$ cat src/logic/leafPkg.sv
package leafPkg;

    ////////////////////////////////
    // Lattice geometry
    ////////////////////////////////

    // Index bits per node
    localparam int latticeDim = 7;

    // One bit per lattice node, 0 is bottom and 127 is top
    localparam int graphWidth = 1 << latticeDim;

    ////////////////////////////////
    // Result widths
    ////////////////////////////////

    // Holds 0 to 128 nodes
    localparam int countWidth = 8;

    // Round counter width
    localparam int roundWidth = 8;

    // Safety limit, a real graph converges well before this
    localparam int maxRounds = 128;

    // Popcount slices for the node counter
    localparam int sliceWidth = 16;
    localparam int sliceCount = graphWidth / sliceWidth;
    localparam int partialWidth = 5;

    ////////////////////////////////
    // Elimination direction
    ////////////////////////////////

    localparam int directionDown = 0;
    localparam int directionUp = 1;

endpackage

$ cat src/logic/graphBus.sv
interface graphBus import leafPkg::*; ();

    // Handshake
    logic valid;
    logic ready;

    // Payload, held by the source while valid is high and ready is low
    logic [graphWidth-1:0] graph;
    logic [roundWidth-1:0] rounds;

    // Engine side
    modport source (
        output valid,
        output graph,
        output rounds,
        input  ready
    );

    // Counter side
    modport sink (
        input  valid,
        input  graph,
        input  rounds,
        output ready
    );

endinterface

$ cat src/logic/leafElimination.sv
module leafElimination import leafPkg::*; #(
    parameter int direction = directionDown
) (
    input  logic                  clk,
    input  logic                  rstN,
    input  logic                  clkEn,
    input  logic [graphWidth-1:0] graphIn,
    output logic [graphWidth-1:0] graphOut
);

    ////////////////////////////////
    // Elaboration helpers
    ////////////////////////////////

    // Number of set index bits, which is the node's level in the lattice
    function automatic int bitCount(int value);
        int total;
        total = 0;
        for (int i = 0; i < latticeDim; i++) begin
            total += (value >> i) & 1;
        end
        return total;
    endfunction

    // Position of the n-th index bit equal to level
    function automatic int nthBitIndex(int value, int n, int level);
        int seen;
        int index;
        seen = 0;
        index = 0;
        for (int i = 0; i < latticeDim; i++) begin
            if (((value >> i) & 1) == level) begin
                if (seen == n) begin
                    index = i;
                end
                seen++;
            end
        end
        return index;
    endfunction

    logic [graphWidth-1:0] graphNext;

    // Bottom and top are never removed
    assign graphNext[0] = graphIn[0];
    assign graphNext[graphWidth-1] = graphIn[graphWidth-1];

    ////////////////////////////////
    // Per-node rule
    ////////////////////////////////

    for (genvar node = 1; node < graphWidth - 1; node++) begin : gNode
        logic [bitCount(node)-1:0] below;
        logic [latticeDim-bitCount(node)-1:0] above;
        logic single;
        logic none;

        // Clear one set bit to reach a node one level down
        for (genvar k = 0; k < bitCount(node); k++) begin : gBelow
            assign below[k] = graphIn[node & ~(1 << nthBitIndex(node, k, 1))];
        end

        // Set one clear bit to reach a node one level up
        for (genvar k = 0; k < latticeDim - bitCount(node); k++) begin : gAbove
            assign above[k] = graphIn[node | (1 << nthBitIndex(node, k, 0))];
        end

        if (direction == directionDown) begin : gDown
            // Leaf hanging from a single parent, nothing beneath
            assign single = (above != '0) && ((above & (above - 1'b1)) == '0);
            assign none = (below == '0);
        end else begin : gUp
            // Mirror case, single child and nothing above
            assign single = (below != '0) && ((below & (below - 1'b1)) == '0);
            assign none = (above == '0);
        end

        assign graphNext[node] = graphIn[node] & ~(single & none);
    end

    always_ff @(posedge clk) begin
        if (!rstN) begin
            graphOut <= '0;
        end else if (clkEn) begin
            graphOut <= graphNext;
        end
    end

endmodule

$ cat src/logic/nodeCounter.sv
module nodeCounter import leafPkg::*; (
    input  logic                  clk,
    input  logic                  rstN,
    graphBus.sink                 bus,
    output logic                  outValid,
    input  logic                  outReady,
    output logic [graphWidth-1:0] outGraph,
    output logic [countWidth-1:0] outCount,
    output logic [roundWidth-1:0] outRounds
);

    logic                    s1Valid;
    logic [graphWidth-1:0]   s1Graph;
    logic [roundWidth-1:0]   s1Rounds;
    logic [partialWidth-1:0] s1Partial [sliceCount];
    logic [partialWidth-1:0] partialNext [sliceCount];
    logic [countWidth-1:0]   countNext;
    logic                    s2Free;
    logic                    busFire;

    // Output stage empty or handing off this cycle
    assign s2Free = !outValid || outReady;
    assign bus.ready = s2Free;
    assign busFire = bus.valid && bus.ready;

    ////////////////////////////////
    // Stage one, slice popcounts
    ////////////////////////////////

    always_comb begin
        for (int s = 0; s < sliceCount; s++) begin
            partialNext[s] = '0;
            for (int b = 0; b < sliceWidth; b++) begin
                partialNext[s] = partialNext[s] + partialWidth'(bus.graph[s*sliceWidth + b]);
            end
        end
    end

    always_ff @(posedge clk) begin
        if (busFire) begin
            s1Graph <= bus.graph;
            s1Rounds <= bus.rounds;
            s1Partial <= partialNext;
        end
    end

    ////////////////////////////////
    // Stage two, final sum
    ////////////////////////////////

    always_comb begin
        countNext = '0;
        for (int s = 0; s < sliceCount; s++) begin
            countNext = countNext + countWidth'(s1Partial[s]);
        end
    end

    always_ff @(posedge clk) begin
        if (s2Free && s1Valid) begin
            outGraph <= s1Graph;
            outRounds <= s1Rounds;
            outCount <= countNext;
        end
    end

    // Both stages move together whenever the output can take a word
    always_ff @(posedge clk) begin
        if (!rstN) begin
            s1Valid <= 1'b0;
            outValid <= 1'b0;
        end else if (s2Free) begin
            s1Valid <= busFire;
            outValid <= s1Valid;
        end
    end

endmodule

$ cat src/logic/pruneEngine.sv
module pruneEngine import leafPkg::*; (
    input  logic                  clk,
    input  logic                  rstN,
    input  logic                  inValid,
    output logic                  inReady,
    input  logic [graphWidth-1:0] inGraph,
    graphBus.source               bus
);

    typedef enum logic [1:0] {
        stateIdle,
        stateDown,
        stateUp,
        stateHold
    } engineState;

    engineState state;

    logic [graphWidth-1:0] workGraph;
    logic [graphWidth-1:0] downIn;
    logic [graphWidth-1:0] downOut;
    logic [graphWidth-1:0] upOut;
    logic [roundWidth-1:0] roundCount;
    logic                  inFire;
    logic                  busFire;
    logic                  roundDone;
    logic                  downEn;
    logic                  upEn;

    ////////////////////////////////
    // Control
    ////////////////////////////////

    assign inReady = (state == stateIdle);
    assign inFire = inValid && inReady;

    // The down state of a later round also checks the round before it.
    // workGraph still holds that round's input, upOut holds its result
    assign roundDone = (state == stateDown) && (roundCount != '0) &&
                       ((upOut == workGraph) || (roundCount == roundWidth'(maxRounds)));

    // First round starts from the accepted graph, later ones from the last result
    assign downIn = (roundCount == '0) ? workGraph : upOut;

    assign downEn = (state == stateDown) && !roundDone;
    assign upEn = (state == stateUp);

    assign bus.valid = roundDone || (state == stateHold);
    assign bus.graph = upOut;
    assign bus.rounds = roundCount;
    assign busFire = bus.valid && bus.ready;

    always_ff @(posedge clk) begin
        if (!rstN) begin
            state <= stateIdle;
            roundCount <= '0;
        end else begin
            case (state)
                stateIdle: begin
                    if (inFire) begin
                        state <= stateDown;
                        roundCount <= '0;
                    end
                end
                stateDown: begin
                    if (!roundDone) begin
                        state <= stateUp;
                    end else if (busFire) begin
                        state <= stateIdle;
                    end else begin
                        state <= stateHold;
                    end
                end
                stateUp: begin
                    state <= stateDown;
                    roundCount <= roundCount + roundWidth'(1);
                end
                default: begin
                    // Result waits for the counter
                    if (busFire) begin
                        state <= stateIdle;
                    end
                end
            endcase
        end
    end

    // Round input, replaced by the result when another round is needed
    always_ff @(posedge clk) begin
        if (inFire) begin
            workGraph <= inGraph;
        end else if (downEn && (roundCount != '0)) begin
            workGraph <= upOut;
        end
    end

    ////////////////////////////////
    // Datapath
    ////////////////////////////////

    leafElimination #(
        .direction(directionDown)
    ) downStep (
        .clk(clk),
        .rstN(rstN),
        .clkEn(downEn),
        .graphIn(downIn),
        .graphOut(downOut)
    );

    leafElimination #(
        .direction(directionUp)
    ) upStep (
        .clk(clk),
        .rstN(rstN),
        .clkEn(upEn),
        .graphIn(downOut),
        .graphOut(upOut)
    );

endmodule

$ cat src/logic/pruneTop.sv
module pruneTop import leafPkg::*; (
    input  logic                  clk,
    input  logic                  rstN,

    // Graph in
    input  logic                  inValid,
    output logic                  inReady,
    input  logic [graphWidth-1:0] inGraph,

    // Pruned result out
    output logic                  outValid,
    input  logic                  outReady,
    output logic [graphWidth-1:0] outGraph,
    output logic [countWidth-1:0] outCount,
    output logic [roundWidth-1:0] outRounds
);

    ////////////////////////////////
    // Engine to counter link
    ////////////////////////////////

    graphBus link ();

    ////////////////////////////////
    // Pruning engine
    ////////////////////////////////

    // Busy from acceptance until the counter takes the result
    pruneEngine engine (
        .clk(clk),
        .rstN(rstN),
        .inValid(inValid),
        .inReady(inReady),
        .inGraph(inGraph),
        .bus(link.source)
    );

    ////////////////////////////////
    // Node counter
    ////////////////////////////////

    // Two graphs can sit here, which frees the engine for the next one
    nodeCounter counter (
        .clk(clk),
        .rstN(rstN),
        .bus(link.sink),
        .outValid(outValid),
        .outReady(outReady),
        .outGraph(outGraph),
        .outCount(outCount),
        .outRounds(outRounds)
    );

endmodule

$ cat config.mk
export PLATFORM = sky130hd
export DESIGN_NAME = pruneTop
export DESIGN_NICKNAME = d
export VERILOG_FILES = /design/src/logic/leafPkg.sv /design/src/logic/graphBus.sv /design/src/logic/leafElimination.sv /design/src/logic/nodeCounter.sv /design/src/logic/pruneEngine.sv /design/src/logic/pruneTop.sv
export SDC_FILE = /design/constraint.sdc
export NUM_CORES = 2
export LEC_CHECK = 0
export ABC_AREA = 1
export BUFFER_PORTS_ARGS = -buffer_cell sky130_fd_sc_hd__buf_4
export CAP_MARGIN = 20
export CELL_PAD_IN_SITES_DETAIL_PLACEMENT = 2
export CELL_PAD_IN_SITES_GLOBAL_PLACEMENT = 2
export CORE_MARGIN = 2
export CORE_UTILIZATION = 41
export CTS_CLUSTER_SIZE = 30
export DETAILED_ROUTE_END_ITERATION = 8
export PLACE_DENSITY = 0.88
export SLEW_MARGIN = 25
export SYNTH_ARGS = -nofsm -noshare
export SYNTH_HDL_FRONTEND = slang
export SYNTH_SLANG_ARGS = --single-unit
$ cat constraint.sdc
create_clock -name clk -period 27.2 [get_ports clk]
set_input_delay 2.72 -clock clk [delete_from_list [all_inputs] [get_ports clk]]
set_output_delay 2.72 -clock clk [all_outputs]
set_load 0.01 [all_outputs]
---- Word level (Yosys, flattened, before mapping) ----
Cells that the tools add are included.
storage, ports and cells
  input port bits ......................... 132
  flip-flop bits (word level) ............. 716
  logic and storage cells ................. 2378
cells by class
  muxes and demuxes ....................... 10
  equal/unequal tests ..................... 6
  $add $sub $neg .......................... 368
  reductions and logical operators ........ 974
  bitwise operators ....................... 1000
operators with widths
  cell                   count
  $add A5 B1 Y5          112
  $logic_not A4 Y1       140
  $and A1 B1 Y1          506
  $logic_not A3 Y1       140
  $logic_not A5 Y1       84
  $mux W128              3
  $reduce_bool A4 Y1     71
  $and A4 B4 Y4          70
  $sub A4 B1 Y4 const B  70
  $not A1 Y1             256
  $logic_and A1 B1 Y1    247
  $and A3 B3 Y3          70
  $and A5 B5 Y5          42
  $reduce_bool A3 Y1     70
  $reduce_bool A5 Y1     42
  $sub A3 B1 Y3 const B  70
  $sub A5 B1 Y5 const B  42
  $logic_not A2 Y1       85
  $logic_not A6 Y1       28
  $eq A128 B128 Y1       1
  $reduce_bool A2 Y1     44
  $and A2 B2 Y2          42
  $and A6 B6 Y6          14
  $reduce_bool A6 Y1     14
  other kinds (20)       95

---- Logic depth before layout (Yosys ltp) ----
  depth after elaboration ................. 15
  depth in mapped cells ................... 19
  depth with buffers taken out ............ 19

---- Modules after synthesis ----
From an unflattened synthesis, not the netlist that was laid out.
unflattened totals
  cell total of the unflattened synthesis .. 5219
  area total of the unflattened synthesis .. 42055.3 um^2
modules (own cells, without submodules)
  module                              area each (um^2)  instances  cells each
  nodeCounter                         13959.6           1          854
  leafElimination at engine.downStep  9486.6            1          1569
  leafElimination at engine.upStep    9465.3            1          1576
  pruneEngine                         9143.8            1          1220

---- Least setup slack after synthesis ----
OpenSTA, ideal clock, no wires.
  path type ............................... flip-flop to flip-flop
  start point ............................. register engine.roundCount[0] (netlist: engine.bus.rounds[0])
  end point ............................... register engine.workGraph[0], enable pin
  stages on the path, launching flop included .. 12
  setup slack ............................. 15.888 ns
  arrival ................................. 10.520 ns
  period minus slack after synthesis ...... 11.312 ns
  cells stage by stage .................... dfxtp_1 inv_1 ha_1 nand3_2 nor2_8 buf_6 nor2_1 nand2_1 nand2_1 buf_2 buf_2 o21ai_0
between the ends
  longest elaborated chain between the ends .. 7
  elaborated cells on any way between the ends .. 9
ends and longest elaborated chain
  item                                                              line                                                     RTL
  from (decl)                                                       pruneEngine.sv:23                                        logic [roundWidth-1:0] roundCount;
  from (signal assigned)                                            pruneEngine.sv:76                                        roundCount <= roundCount + roundWidth'(1);
  $eq A8 B8 Y1 / $reduce_bool A8 Y1 (equally long branches)         pruneEngine.sv:40, pruneEngine.sv:39, pruneEngine.sv:92
  $logic_or A1 B1 Y1 / $logic_and A1 B1 Y1 (equally long branches)  pruneEngine.sv:40, pruneEngine.sv:39
  $logic_and A1 B1 Y1                                               pruneEngine.sv:39                                        assign roundDone = (state == stateDown) && (roundCount != '0) &&
  $logic_not A1 Y1                                                  pruneEngine.sv:45                                        assign downEn = (state == stateDown) && !roundDone;
  $logic_and A1 B1 Y1                                               pruneEngine.sv:45
  $logic_and A1 B1 Y1 (*)                                           pruneEngine.sv:92                                        end else if (downEn && (roundCount != '0)) begin
  $reduce_bool A2 Y1 (no line) (*)                                  --
  to (signal assigned)                                              pruneEngine.sv:91                                        workGraph <= inGraph;
  to (signal assigned)                                              pruneEngine.sv:93                                        workGraph <= upOut;
  to (decl)                                                         pruneEngine.sv:19                                        logic [graphWidth-1:0] workGraph;
Every way passes the cells marked *; elsewhere a longest branch is shown, timed or not.
A chain may end at the register's enable or synchronous reset.

---- Worst setup path after layout ----
  start point ............................. input inValid
  end point ............................... register engine.workGraph[47], data pin
between the ends
  longest elaborated chain between the ends .. 2
ends and longest elaborated chain
  item                 line               RTL
  from (decl)          pruneTop.sv:6      input logic inValid,
  $logic_and A1 B1 Y1  pruneEngine.sv:35  assign inFire = inValid && inReady;
  $mux W128            pruneEngine.sv:90  if (inFire) begin
Every way passes these cells.

==> flow_summary.yaml <==
drt:
  routedWlPerCell_um: 41.0
  vias_per_cell: 6.72
  drc_errors: 0
  dr_total_vias: 42600
  first_pass_iters: 5
  drt_iter0_markers: 6598
  ant_nets: 0
  wl_um: 260000
cts:
  hold_buffers: 0
  cts_setup_buffers: 0
  cts_resized: 0
  root_buffer: "clkbuf_16"
  cts_buffers: 84
  clkTransAtPathRegs_ns: 0.07
  clock-sinks: 716
  clk_latency_ns: 0.72
  clk_path_buf_depth: 3
  cts_tree: "yes"
  h-tree-depth: 3
floorplan:
  die_w_um: 319
  num_rows: 115
  fp.coreArea_sq_um: 98400
  die_y_um: 319
  start_util: 0.413
  num_io_pins: 278
  die_area_sq_um: 102000
pwr:
  p_seq_frac: 0.290
  switching_share: 0.538
  intPower_mw: 2.94
  p_clk_frac: 0.187
  power.density_nw_per_um2: 136
  switchingPower_mw: 3.43
  p_comb_frac: 0.523
  ir_worst_vdd_v: 0.0000742
  leakage_nw: 18.0
  power_mw: 6.37
final_layout:
  layout_commonest_cell: "nand2_1"
  nets: 5274
  drive_gt1_frac: 0.126
  layout.cells.non_filler: 6339
  layout_common_cells: "nand2_1 (963), inv_1 (495), edfxtp_1 (448)"
  area_delta_synth_final_pct: 15.2
place:
  dp_hpwl_um: 188000
  globalplace.congestion: 1.06
  place_inst: 6175
  dpl_worst_slack_ns: 21.02
  portBuffers: 277
synth:
  synth-edff-count: 448
  synth.top_cell.area_share: 0.331
  ys.flop_type: "edfxtp_1"
  ys_seq_area_frac: 0.463
  synth.distinct_cells: 52
  ys_warn_count: 0
  yosys-top-cells-area: "edfxtp_1 (33%), dfxtp_1 (13%), nand2_1 (8.9%), fa_1 (5.1%), a21oi_1 (5.1%)"
  syn_avg_cell_area_sq_um: 8.54
  synthArstFlopShare: 0
  synth_cells: 4761
  syn_nets: 5060
  yosys.area.top_type: "edfxtp_1"
  syn-cell-area_sq_um: 40700
  yosys_register_bits: 716
setup_path:
  critPathKind: "input pin to register"
  worstReg2RegStart: "engine.bus.rounds[0]$_SDFFE_PN0P_"
  crit_arrival_ns: 6.02
  cp_max_fo: 99
  critPathRequiredTime_ns: 27.53
  r2r_cells: 13
  worstReg2RegEnd: "engine.downStep.graphOut[98]$_SDFFE_PN0P_"
  crit_path_end_kind: "register"
  startpoint_type: "input pin"
  r2r_slack_ns: 21.51
timing:
  tightest_slew_ns: 1.26
  setup_viol: 0
  rsz0062_at_grt: "no"
  slew_violations: 0
  post-route-min-period_ns: 5.70
  fmax_mhz: 176
  setup_tns_ns: 0
  relSlewSlack: 0.158
  setup_slack_ns: 21.50
  fin_crit_sh: 0.209
  final_hold_viol_count: 0
  fin_skew_ns: 0.0425
min_path:
  whs_endpoint: "counter.outGraph[104]$_DFFE_PP_"
  hp-start: "counter.s1Graph[104]$_DFFE_PP_"
  min-delay-path-class: "register to register"
  holdPathStages: 0
run:
  maxCapViolCount: 0
global_route:
  grt_pass1_wl_um: 356000
  grt_max_degree: 100
  grt_use_total: 0.499
  antenna_found_initial: 19
  overflow: 0
  grt_pass1_vias: 44200
outcome:
  run_status: "completed"
==> metrics by stage <==
step                       util  hold slack, ns  instance area, sq um
after floorplan               -           0.400                 40700
after global placement    0.448           0.400                 44100
after detailed placement  0.448           0.407                 44100
after CTS                 0.475           0.417                 46800
after global routing      0.476           0.422                 46800
final                     0.476           0.421                 46900
==> worst max-delay path: stages <==
cell and delay, ns:
buf_4 0.09, nand2_1 0.36, inv_6 0.53, buf_4 0.87
buf_4 0.88, o21ai_0 0.42
==> flip-flops by register name (all words and copies together), names as in the netlist, 40 cells and up <==
register / flops
engine.downStep.graphOut: 128
engine.workGraph: 128
counter.s1Graph: 128
engine.upStep.graphOut: 128
counter.outGraph: 128
counter.s1Partial: 40
==> worst max path at each step <==
stage / endpoint / from / cells past startpoint
floorplan: engine.workGraph[0]$_DFFE_PP_ / engine.bus.rounds[0]$_SDFFE_PN0P_ / 11
global placement: engine.workGraph[17]$_DFFE_PP_ / inValid / 6
detailed placement: engine.workGraph[47]$_DFFE_PP_ / inValid / 6
CTS: engine.workGraph[47]$_DFFE_PP_ / inValid / 6
global route: counter.outCount[7]$_DFFE_PP_ / counter.s1Partial[30]$_DFFE_PP_ / 16
finish: engine.workGraph[47]$_DFFE_PP_ / inValid / 6
==> power groups by stage <==
stage | registers, mW | clock network [mW] | logic [mW]
3_3_place_gp | 1.78 | 0 | 2.84
5_1_grt | 1.83 | 1.22 | 3.40
4_1_cts | 1.80 | 1.18 | 3.16
3_5_place_dp | 1.81 | 0 | 3.06
6_report | 1.84 | 1.19 | 3.33
2_1_floorplan | 1.57 | 0 | 1.79
==> cell usage after synthesis, types with 16 or more instances <==
library cell  instances
o21ai_1              37
clkbuf_1            172
o21ai_2              47
inv_2                19
nand4_1              79
a21oi_2              22
buf_1                18
or2_2                16
xor2_1               81
a211oi_1             32
fa_1                104
edfxtp_1            448
ha_1                 63
nand2_1             964
xnor2_1             145
o21ai_0             275
dfxtp_1             268
nand3_1             311
inv_1               497
o2111ai_1           106
buf_2                26
a2111oi_0            20
nor2_1              402
a21oi_1             414
o211ai_1             23
nor4_1               32
nor3_1               42
==> metal layers <==
metal	vias to the layer above	GRT usage	part of all wire
li1	16600	-	-
met1	21600	0.588	0.35
met4	10	0.354	0.085
met3	1064	0.158	0.12
met2	3330	0.771	0.44
met5	-	0	0.00028
==> cells by family (layout without fill, tap and decap cells) <==
family          count (synthesis)  after routing  share of synthesized area
simple gates                 1861           1861                      0.192
buf+inv                       767           1051                     0.0748
other cells                     0              7                          0
compound gates               1024           1024                      0.151
xor+xnor                      226            226                     0.0487
fa+ha+maj                     167            167                     0.0706
flops                         716            716                      0.463
==> cell type report <==
| cell class | instances | area, sq um |
|---|---|---|
| antenna | 7 | 17.5 |
| clock buffer | 107 | 2260 |
| clock inverter | 49 | 463 |
| fill | 10600 | 51600 |
| inverter | 527 | 2000 |
| multi-input combinational | 3278 | 18900 |
| sequential | 716 | 18800 |
| tap | 1287 | 1610 |
| timing repair buffer | 368 | 2780 |
(Power assumes the default switching activity.)
